`src/design/alu_pkg.sv`:
```
// ----------------------------------------------------------
// ALU operation codes, width codes and flag bit positions
// ----------------------------------------------------------
`default_nettype none

package alu_pkg;

    // operation select, 6 bits wide to leave room for more ops
    typedef enum logic [5:0] {
        ALU_MOVE = 6'd0,
        ALU_ADD  = 6'd1,
        ALU_ADC  = 6'd2,   // add with carry in
        ALU_SUB  = 6'd3,
        ALU_SBC  = 6'd4,   // subtract with borrow in
        ALU_CP   = 6'd5,   // sub without write back
        ALU_AND  = 6'd6,
        ALU_OR   = 6'd7,
        ALU_XOR  = 6'd8
    } alu_op_e;

    // width codes, one-hot
    localparam logic [2:0] W_NONE = 3'b000;   // idle cycle
    localparam logic [2:0] W_BYTE = 3'b001;
    localparam logic [2:0] W_WORD = 3'b010;
    localparam logic [2:0] W_LONG = 3'b100;

    // flag byte layout: S Z 0 H 0 V N C
    localparam int FLAG_S = 7;
    localparam int FLAG_Z = 6;
    localparam int FLAG_H = 4;   // carry out of bit 3
    localparam int FLAG_V = 2;   // overflow or parity
    localparam int FLAG_N = 1;   // set by subtractions
    localparam int FLAG_C = 0;

endpackage

`default_nettype wire

```
`src/design/exec_pkg.sv`:
```
// ----------------------------------------------------------
// register file sizing and lane masks for width codes
// ----------------------------------------------------------
`default_nettype none

package exec_pkg;

    // register count of the bank, one bank only
    localparam int DEF_NUM_REGS = 16;

    // bits of a 32-bit register touched by a width code
    function automatic logic [31:0] lane_mask(input logic [2:0] wc);
        logic [31:0] m;
        case (wc)
            alu_pkg::W_BYTE: m = 32'h0000_00ff;
            alu_pkg::W_WORD: m = 32'h0000_ffff;
            alu_pkg::W_LONG: m = 32'hffff_ffff;
            default:         m = 32'h0000_0000;   // idle or illegal code
        endcase
        return m;
    endfunction

endpackage

`default_nettype wire

```
`src/design/exec_alu.sv`:
```
// ----------------------------------------------------------
// width-aware ALU, registered result and flag byte
// ----------------------------------------------------------
`default_nettype none

module exec_alu (
    input  logic             clk,
    input  logic             arst_n,
    input  logic             cen,
    input  logic [31:0]      op0,
    input  logic [31:0]      op1,
    input  logic [31:0]      imm,
    input  logic             sel_imm,
    input  logic [2:0]       w,         // one-hot width, 0 = no op
    input  alu_pkg::alu_op_e sel,
    output logic [31:0]      dout,
    output logic [2:0]       alu_we,
    output logic [7:0]       flags
);
    import alu_pkg::*;

    logic [31:0] op2;       // second operand after imm select
    logic [31:0] op2x;      // inverted for subtraction
    logic [31:0] sum;       // adder output, all chunks
    logic [31:0] logic_r;   // and/or/xor output
    logic [31:0] rslt;
    logic [7:0]  nx_f;
    logic        cin;
    logic        c_nib;     // carry out of bit 3
    logic        c_byte;
    logic        c_word;
    logic        c_long;
    logic        c_w;       // carry at selected width
    logic        is_sub;
    logic        ovf;

    // top bit at the selected width
    function automatic logic msb_at(input logic [2:0] wc, input logic [31:0] v);
        return wc[0] ? v[7] : wc[1] ? v[15] : v[31];
    endfunction

    function automatic logic zero_at(input logic [2:0] wc, input logic [31:0] v);
        return wc[0] ? (v[7:0] == 8'd0) : wc[1] ? (v[15:0] == 16'd0) : (v == 32'd0);
    endfunction

    // 1 when the number of ones is even
    function automatic logic par_at(input logic [2:0] wc, input logic [31:0] v);
        return wc[0] ? ~^v[7:0] : wc[1] ? ~^v[15:0] : ~^v;
    endfunction

    assign op2    = sel_imm ? imm : op1;
    assign is_sub = sel inside {ALU_SUB, ALU_SBC, ALU_CP};
    assign op2x   = is_sub ? ~op2 : op2;   // a - b done as a + ~b + 1

    // carry in, inverted borrow when subtracting
    always_comb begin
        case (sel)
            ALU_ADC:         cin = flags[FLAG_C];
            ALU_SUB, ALU_CP: cin = 1'b1;
            ALU_SBC:         cin = ~flags[FLAG_C];
            default:         cin = 1'b0;
        endcase
    end

    // chunked adder so every width gets its own carry
    always_comb begin
        {c_nib,  sum[3:0]}   = {1'b0, op0[3:0]}   + {1'b0, op2x[3:0]}   + {4'd0, cin};
        {c_byte, sum[7:4]}   = {1'b0, op0[7:4]}   + {1'b0, op2x[7:4]}   + {4'd0, c_nib};
        {c_word, sum[15:8]}  = {1'b0, op0[15:8]}  + {1'b0, op2x[15:8]}  + {8'd0, c_byte};
        {c_long, sum[31:16]} = {1'b0, op0[31:16]} + {1'b0, op2x[31:16]} + {16'd0, c_word};
    end

    assign c_w = w[0] ? c_byte : w[1] ? c_word : c_long;
    // same-sign inputs with a flipped result sign
    assign ovf = (msb_at(w, op0) == msb_at(w, op2x)) && (msb_at(w, sum) != msb_at(w, op0));

    always_comb begin
        case (sel)
            ALU_AND: logic_r = op0 & op2;
            ALU_OR:  logic_r = op0 | op2;
            default: logic_r = op0 ^ op2;
        endcase
    end

    // next result and flags, default is hold
    always_comb begin
        rslt = dout;
        nx_f = flags;
        case (sel)
            ALU_MOVE: rslt = op2;   // flags untouched
            ALU_ADD, ALU_ADC, ALU_SUB, ALU_SBC, ALU_CP: begin
                if (sel != ALU_CP)
                    rslt = sum;     // cp keeps dout
                nx_f[FLAG_S] = msb_at(w, sum);
                nx_f[FLAG_Z] = zero_at(w, sum);
                nx_f[FLAG_H] = c_nib ^ is_sub;   // half borrow on sub
                nx_f[FLAG_V] = ovf;
                nx_f[FLAG_N] = is_sub;
                nx_f[FLAG_C] = c_w ^ is_sub;     // borrow on sub
            end
            ALU_AND, ALU_OR, ALU_XOR: begin
                rslt = logic_r;
                nx_f[FLAG_S] = msb_at(w, logic_r);
                nx_f[FLAG_Z] = zero_at(w, logic_r);
                nx_f[FLAG_H] = (sel == ALU_AND);
                nx_f[FLAG_V] = par_at(w, logic_r);   // parity, not overflow
                nx_f[FLAG_N] = 1'b0;
                nx_f[FLAG_C] = 1'b0;
            end
            default: ;
        endcase
    end

    always_ff @(posedge clk or negedge arst_n) begin
        if (!arst_n) begin
            dout   <= 32'd0;
            flags  <= 8'd0;
            alu_we <= W_NONE;
        end else if (cen) begin
            if (w != W_NONE) begin
                dout  <= rslt;
                flags <= nx_f;
            end
            // compare only touches flags
            alu_we <= (sel == ALU_CP) ? W_NONE : w;
        end
    end

    // sequencer must never present more than one width bit
    a_w_onehot: assert property (
        @(posedge clk) disable iff (!arst_n) cen |-> $onehot0(w)
    ) else $error("exec_alu: width code %b is not one-hot", w);

endmodule

`default_nettype wire

```
`src/design/exec_core.sv`:
```
// ----------------------------------------------------------
// execution slice top: issue stage, register bank, ALU
// ----------------------------------------------------------
`default_nettype none

module exec_core #(
    parameter  int NUM_REGS = exec_pkg::DEF_NUM_REGS,
    localparam int AW       = $clog2(NUM_REGS)
) (
    input  logic             clk,
    input  logic             arst_n,
    input  logic             cen,        // stall when low
    input  logic [2:0]       w,
    input  alu_pkg::alu_op_e sel,
    input  logic             sel_imm,
    input  logic [31:0]      imm,
    input  logic [AW-1:0]    src_a,
    input  logic [AW-1:0]    src_b,
    input  logic [AW-1:0]    dst,
    output logic [31:0]      result,
    output logic [2:0]       result_we,
    output logic [AW-1:0]    result_dst,
    output logic [7:0]       flags
);

    logic [AW-1:0] rd_addr_a;
    logic [AW-1:0] rd_addr_b;
    logic [31:0]   rd_data_a;
    logic [31:0]   rd_data_b;
    logic [31:0]   op0;
    logic [31:0]   op1;
    logic [AW-1:0] wr_addr;
    logic [31:0]   wr_data;
    logic [2:0]    wr_we;

    exec_issue #(.NUM_REGS(NUM_REGS)) exec_issue_inst (
        .clk        (clk),
        .arst_n     (arst_n),
        .cen        (cen),
        .w          (w),
        .src_a      (src_a),
        .src_b      (src_b),
        .dst        (dst),
        .rd_data_a  (rd_data_a),
        .rd_data_b  (rd_data_b),
        .dout       (result),
        .alu_we     (result_we),
        .rd_addr_a  (rd_addr_a),
        .rd_addr_b  (rd_addr_b),
        .op0        (op0),
        .op1        (op1),
        .wr_addr    (wr_addr),
        .wr_data    (wr_data),
        .wr_we      (wr_we),
        .result_dst (result_dst)
    );

    exec_regfile #(.NUM_REGS(NUM_REGS)) exec_regfile_inst (
        .clk       (clk),
        .arst_n    (arst_n),
        .rd_addr_a (rd_addr_a),
        .rd_addr_b (rd_addr_b),
        .wr_addr   (wr_addr),
        .wr_we     (wr_we),
        .wr_data   (wr_data),
        .rd_data_a (rd_data_a),
        .rd_data_b (rd_data_b)
    );

    exec_alu exec_alu_inst (
        .clk     (clk),
        .arst_n  (arst_n),
        .cen     (cen),
        .op0     (op0),
        .op1     (op1),
        .imm     (imm),
        .sel_imm (sel_imm),
        .w       (w),
        .sel     (sel),
        .dout    (result),
        .alu_we  (result_we),
        .flags   (flags)
    );

endmodule

`default_nettype wire

```
`src/design/exec_issue.sv`:
```
// ----------------------------------------------------------
// operand read with lane-merged forwarding, writeback
// ----------------------------------------------------------
`default_nettype none

module exec_issue #(
    parameter  int NUM_REGS = exec_pkg::DEF_NUM_REGS,
    localparam int AW       = $clog2(NUM_REGS)
) (
    input  logic          clk,
    input  logic          arst_n,
    input  logic          cen,
    input  logic [2:0]    w,            // width of the op being issued
    input  logic [AW-1:0] src_a,
    input  logic [AW-1:0] src_b,
    input  logic [AW-1:0] dst,
    input  logic [31:0]   rd_data_a,
    input  logic [31:0]   rd_data_b,
    input  logic [31:0]   dout,         // pending ALU result
    input  logic [2:0]    alu_we,       // its width, 0 = nothing pending
    output logic [AW-1:0] rd_addr_a,
    output logic [AW-1:0] rd_addr_b,
    output logic [31:0]   op0,
    output logic [31:0]   op1,
    output logic [AW-1:0] wr_addr,
    output logic [31:0]   wr_data,
    output logic [2:0]    wr_we,
    output logic [AW-1:0] result_dst
);
    import alu_pkg::*;
    import exec_pkg::*;

    logic [AW-1:0] pend_dst;    // destination of the op inside the ALU
    logic          pend_vld;
    logic [31:0]   pend_mask;   // lanes the pending op will write
    logic [31:0]   fwd_mask_a;
    logic [31:0]   fwd_mask_b;

    // follows the ALU result register, same enable
    always_ff @(posedge clk or negedge arst_n) begin
        if (!arst_n)
            pend_dst <= '0;
        else if (cen && w != W_NONE)
            pend_dst <= dst;
    end

    assign pend_vld  = (alu_we != W_NONE);
    assign pend_mask = lane_mask(alu_we);

    // register bank lookup, bank not yet written for the pending op
    assign rd_addr_a = src_a;
    assign rd_addr_b = src_b;

    // only matching sources take the forwarded lanes
    assign fwd_mask_a = (pend_vld && src_a == pend_dst) ? pend_mask : 32'd0;
    assign fwd_mask_b = (pend_vld && src_b == pend_dst) ? pend_mask : 32'd0;

    // pending lanes from dout, the rest from the bank
    assign op0 = (dout & fwd_mask_a) | (rd_data_a & ~fwd_mask_a);
    assign op1 = (dout & fwd_mask_b) | (rd_data_b & ~fwd_mask_b);

    // writeback lands on the next edge
    assign wr_addr    = pend_dst;
    assign wr_data    = dout;
    assign wr_we      = alu_we;
    assign result_dst = pend_dst;

    // index must exist in the bank, or the write is lost
    a_dst_range: assert property (
        @(posedge clk) disable iff (!arst_n)
        (cen && w != W_NONE) |-> (int'(dst) < NUM_REGS)
    ) else $error("exec_issue: destination %0d outside the bank", dst);

endmodule

`default_nettype wire

```
`src/design/exec_regfile.sv`:
```
// ----------------------------------------------------------
// register bank, two async read ports, lane-masked write
// ----------------------------------------------------------
`default_nettype none

module exec_regfile #(
    parameter  int NUM_REGS = exec_pkg::DEF_NUM_REGS,
    localparam int AW       = $clog2(NUM_REGS)
) (
    input  logic          clk,
    input  logic          arst_n,
    input  logic [AW-1:0] rd_addr_a,
    input  logic [AW-1:0] rd_addr_b,
    input  logic [AW-1:0] wr_addr,
    input  logic [2:0]    wr_we,       // width code of the write
    input  logic [31:0]   wr_data,
    output logic [31:0]   rd_data_a,
    output logic [31:0]   rd_data_b
);
    import exec_pkg::*;

    logic [31:0] regs [NUM_REGS];
    logic [31:0] wr_mask;    // lanes written this cycle

    assign wr_mask = lane_mask(wr_we);

    // reads see the old value during a write
    assign rd_data_a = regs[rd_addr_a];
    assign rd_data_b = regs[rd_addr_b];

    always_ff @(posedge clk or negedge arst_n) begin
        if (!arst_n) begin
            for (int i = 0; i < NUM_REGS; i++)
                regs[i] <= 32'd0;
        end else if (|wr_we) begin
            // byte and word writes keep the upper bits
            regs[wr_addr] <= (regs[wr_addr] & ~wr_mask) | (wr_data & wr_mask);
        end
    end

    // writeback width comes straight from the ALU pipeline register
    a_we_onehot: assert property (
        @(posedge clk) disable iff (!arst_n) $onehot0(wr_we)
    ) else $error("exec_regfile: write enable %b is not one-hot", wr_we);

endmodule

`default_nettype wire

```
`config.mk`:
```
export PLATFORM = sky130hd
export DESIGN_NAME = exec_core
export DESIGN_NICKNAME = d
export VERILOG_FILES = /design/src/design/alu_pkg.sv /design/src/design/exec_pkg.sv /design/src/design/exec_alu.sv /design/src/design/exec_core.sv /design/src/design/exec_issue.sv /design/src/design/exec_regfile.sv
export SDC_FILE = /design/constraint.sdc
export NUM_CORES = 2
export LEC_CHECK = 0
export BUFFER_PORTS_ARGS = -buffer_cell sky130_fd_sc_hd__clkbuf_2
export CORE_AREA = 2 2 259 363
export CTS_BUF_LIST = sky130_fd_sc_hd__clkbuf_8
export CTS_CLUSTER_DIAMETER = 150
export DETAILED_ROUTE_END_ITERATION = 12
export DIE_AREA = 0 0 261 365
export MAX_ROUTING_LAYER = met4
export REMOVE_ABC_BUFFERS = 1
export SYNTH_ARGS = -nofsm -noshare
export SYNTH_HDL_FRONTEND = slang
export SYNTH_HIERARCHICAL = 1
export SYNTH_SLANG_ARGS = --single-unit
```
`constraint.sdc`:
```
create_clock -name clk -period 7.75 [get_ports clk]
set_input_delay 1.1625 -clock clk [delete_from_list [all_inputs] [get_ports clk]]
set_output_delay 1.1625 -clock clk [all_outputs]
set_load 0.005 [all_outputs]
```
==> results_tabular.tex <==
\begin{tabular}{lr}
\hline
Metric & Value \\
\hline
\multicolumn{2}{l}{\textbf{Critical path}} \\
\quad Max Fanout on Critical Path & 5 \\
\quad Reg2Reg Launch Point & exec\_regfile\_inst/regs[448]\$\_DFFE\_PN0P\_ \\
\quad Worst reg2reg path endpoint & exec\_alu\_inst/flags[6]\$\_DFFE\_PN0P\_ \\
\quad Buffers \& Inverters on Critical Path & 5 \\
\quad Worst Path Required & 8.47 ns \\
\quad Worst stage delay on the critical path & 0.51 ns \\
\quad Element type at the critical path start & input port \\
\quad Crit path capture type & flip-flop \\
\quad Worst-path cell with the longest stage delay & mux4\_2 \\
\quad Critical path class & input port to flip-flop \\
\quad Worst path top cell family by delay & compound AO/OA/AOI/OAI gates \\
\quad Number of gates on the worst path with buffers counted & 35 \\
\quad Reg2reg path depth & 34 \\
\quad Most numerous cell on the critical path & fa\_2 \\
\quad R2R Setup Slk & -0.90 ns \\
\quad Worst path arrival time & 9.49 ns \\
\multicolumn{2}{l}{\textbf{Cells and area}} \\
\quad Layout-stage area growth over the synthesis result & 12.59\% \\
\quad FF/Latch Area & 0.01395 mm² \\
\quad Share of final-layout standard cells stronger than drive strength 1 & 0.3150 \\
\quad Leading cell types in the layout, fill and taps excluded & dfrtp\_1, mux2i\_1, a21oi\_1 \\
\quad Most common library cell in the layout ignoring fill and taps & dfrtp\_1 \\
\quad Non-filler instance count after layout & 5,161 \\
\quad Filler Cell Count & 8,342 \\
\quad Nets@finish & 4,046 \\
\quad Area used by multi-input combinational logic & 0.02526 mm² \\
\quad Post-Layout Inst Area & 0.04622 mm² \\
\multicolumn{2}{l}{\textbf{Timing}} \\
\quad Upper clock frequency limit & 114.0 MHz \\
\quad Final period util & 1.131 \\
\quad Setup WS post-layout & -1.018 ns \\
\quad Relative slew margins & 0.1467 \\
\quad Number of endpoints failing setup at the final stage & 15 \\
\quad RSZ-0062 raised after global routing & true \\
\quad Worst clock skew & 0.03745 ns \\
\quad Final slew viol count & 0 \\
\quad Number of endpoints with negative hold slack in the final report & 0 \\
\quad Time the final worst path needs with I/O delays and setup & 8.768 ns \\
\quad Least-Margin Pin Slew & 1.260 ns \\
\multicolumn{2}{l}{\textbf{Route}} \\
\quad DRC marker count from the first detailed-route iteration & 3,619 \\
\quad Highest signal layer in the routed design & met4 \\
\quad Remaining design rule violation count & 0 \\
\quad Met2 Routed Length & 75,960 µm \\
\quad Amount of wire on met3 after detailed routing & 13,520 µm \\
\quad Router iterations before antenna repair & 8 \\
\quad Drt via density & 6.610 \\
\quad Total wirelength of the detailed-routed design & 163,800 µm \\
\quad Total vias in the final route & 34.12k \\
\quad Final ANT Viol Nets & 0 \\
\quad Routed wire per std cell & 31.73 µm \\
\quad Wire length on met1 & 58,860 µm \\
\multicolumn{2}{l}{\textbf{Logic synthesis}} \\
\quad Dominant register cell in the synthesized netlist & dfrtp\_1 \\
\quad Instance count of the mapped netlist & 3,707 \\
\quad Most area-consuming cells after synthesis & dfrtp\_1, mux4\_2, mux2i\_1 \\
\quad Sequential cell area fraction in the yosys report & 0.3395 \\
\quad Number of unique standard cell types used by synthesis & 99 \\
\quad Count of yosys warnings during synthesis & 6 \\
\quad Share of the synthesized area in the top cell type & 0.3395 \\
\quad Largest area contributor in the netlist & dfrtp\_1 \\
\quad Mean area per synthesized cell & 11.07 µm² \\
\quad Synthesized area & 0.04105 mm² \\
\quad Number of synthesized register bits & 557 \\
\quad Async SR Flop Fraction & 1.000 \\
\quad Number of synthesized flops with an enable pin & 0 \\
\multicolumn{2}{l}{\textbf{Clock network}} \\
\quad Count of hold buffers inserted by post-cts repair & 0 \\
\quad Clock-pin slew reported for the worst setup and hold paths after clock tree synthesis & 0.06 ns \\
\quad Worst skew pair latency & 0.80 ns \\
\quad CTS tree & done \\
\quad Root Buffer & clkbuf\_8 \\
\quad H-tree levels & 3 \\
\quad Number of sinks on the clock net & 557 \\
\quad Total clock buffers created by CTS & 95 \\
\quad Maximum buffer depth of the clock tree & 3 \\
\multicolumn{2}{l}{\textbf{Global route}} \\
\quad Largest net degree at the start of global routing & 155 \\
\quad Wire length of the first global-routing pass & 237,400 µm \\
\quad Remaining global-route overflow & 0 \\
\quad Vias in the first global route & 34.45k \\
\quad Initial antenna violation count & 4 \\
\quad Global Route Usage Sum & 0.3563 \\
\multicolumn{2}{l}{\textbf{Power and ir drop}} \\
\quad Peak supply drop & 0.2321 mV \\
\quad Power Density & 399.3 mW/mm² \\
\quad Static Leakage & 19.19 nW \\
\multicolumn{2}{l}{\textbf{Die}} \\
\quad Number of top-level design ports & 104 \\
\quad Die area & 0.09527 mm² \\
\quad Placeable core region & 0.09216 mm² \\
\quad Height of the chip & 365 µm \\
\quad Initial core utilization & 0.4455 \\
\quad Row count & 132 \\
\quad Horizontal extent of the die & 261 µm \\
\multicolumn{2}{l}{\textbf{Placement}} \\
\quad Area after DPL & 0.04360 mm² \\
\quad Last weighted congestion value of the routability-driven placer & 0.9668 \\
\quad Placed Instances & 4,953 \\
\quad Detailed placement HPWL & 105,900 µm \\
\quad Count of buffers inserted at the top-level ports & 101 \\
\multicolumn{2}{l}{\textbf{Min path}} \\
\quad Min-delay worst type & input port to asynchronous set/reset pin \\
\multicolumn{2}{l}{\textbf{Run status}} \\
\quad Violated checks & setup timing \\
\quad Result of the run & finished, violations left \\
\multicolumn{2}{l}{\textbf{Job}} \\
\quad Count of max-cap constraint violations & 0 \\
\hline
\end{tabular}
[kinds of logic (layout without fill, tap and decap cells)]
family	count (synthesis)	count (layout)	synth area share
multiplexers	941	941	0.3474
AO/OA/AOI/OAI	859	859	0.1264
adder cells (fa/ha/maj)	116	116	0.03682
other	1	4	0.00009134
XOR/XNOR	80	80	0.01725
buffers and inverters	477	722	0.05858
AND/OR/NAND/NOR	676	676	0.07394
flip-flops	557	557	0.3395
[layer usage]
layer | track usage | up-vias
met5 | - | -
met4 | 0.2800 | 0
met3 | 0.06407 | 736
met2 | 0.5469 | 1941
met1 | 0.4130 | 17240
li1 | - | 14200
[synth_stat cells, types with 9 or more instances]
library cell and n:
dfrtp_1 557, mux2i_1 438, a21oi_1 373, mux4_2 362, nand2_1 344, o21ai_0 208
nor2_1 164, clkbuf_1 161, mux2_2 122, inv_1 109, ha_1 108, buf_4 88
buf_2 81, xnor2_1 59, o22ai_1 54, a211oi_1 37, nand3_1 25, nand2b_1 23
o21ai_1 23, xor2_1 20, a31oi_1 19, nor3_1 19, o211ai_1 17, a221oi_2 16
o21ai_2 16, buf_1 15, nor2_2 15, mux2_4 13, buf_6 12, nor2b_1 12
o31ai_2 11, nand4_1 9
[through the flow]
| stage | setup TNS (ns) | hold WS [ns] | utilization | power, mW | setup slack [ns] |
|---|---|---|---|---|---|
| CTS | -6.334 | 0.2856 | 0.4988 | 18.04 | -0.8757 |
| floorplan | -925.55 | 0.4744 | - | 11.35 | -6.978 |
| global placement | -34.26 | 0.4924 | 0.4731 | 14.68 | -2.265 |
| finish | -7.471 | 0.2977 | 0.5016 | 18.46 | -1.018 |
| global route | -11.48 | 0.3371 | 0.5016 | 19.46 | -1.219 |
| detailed placement | -34.54 | 0.5051 | 0.4731 | 14.89 | -2.270 |
[registers in the layout (all words and copies together), names as in the netlist]
| signal | count |
|---|---|
| exec_alu_inst/flags | 6 |
| exec_issue_inst/result_dst | 4 |
| exec_alu_inst/dout | 32 |
| exec_alu_inst/alu_we | 3 |
| exec_regfile_inst/regs | 512 |
[layout make-up]
cell class,count,share of cell area
Clock inverter,55,0.006307
Clock buffer,122,0.03633
Tap cell,1206,0.03264
Timing Repair Buffer,435,0.06751
Sequential cell,557,0.3017
Multi-Input combinational cell,2674,0.5464
Antenna cell,2,0.0001083
Inverter,110,0.008933
[worst reg2reg max path: cells and delay by family (launching register included)]
| family | cells | cell delay [ns] |
|---|---|---|
| multiplexers | 4 | 1.54 |
| AO/OA/AOI/OAI | 12 | 2.66 |
| AND/OR/NAND/NOR | 5 | 0.92 |
| buffers and inverters | 4 | 0.34 |
| XOR/XNOR | 1 | 0.14 |
| flip-flops | 1 | 0.42 |
| adder cells (fa/ha/maj) | 8 | 2.60 |
[how the worst max path moves through the flow]
| stage | from | end |
|---|---|---|
| 5_1_grt | src_b[0] | exec_alu_inst/flags[6]$_DFFE_PN0P_ |
| 2_1_floorplan | exec_issue_inst/result_dst[0]$_DFFE_PN0P_ | exec_alu_inst/flags[6]$_DFFE_PN0P_ |
| 6_report | src_b[0] | exec_alu_inst/flags[6]$_DFFE_PN0P_ |
| 3_3_place_gp | src_b[0] | exec_alu_inst/flags[6]$_DFFE_PN0P_ |
| 4_1_cts | src_b[0] | exec_alu_inst/flags[6]$_DFFE_PN0P_ |
| 3_5_place_dp | src_b[0] | exec_alu_inst/flags[6]$_DFFE_PN0P_ |
[report_power, final]
group	switching, mW	internal (mW)
sequential	1.42	4.26
clock	1.36	1.45
combinational	5.00	4.96
total	7.78	10.7
[timing repair]
| action | in CTS | in global routing |
|---|---|---|
| resized for setup | 54 | 37 |
| pin swaps | 28 | 23 |
| buffers inserted | 28 | 10 |
| endpoints found under the setup margin | 19 | 20 |
Power figures use the tool's default switching activity.
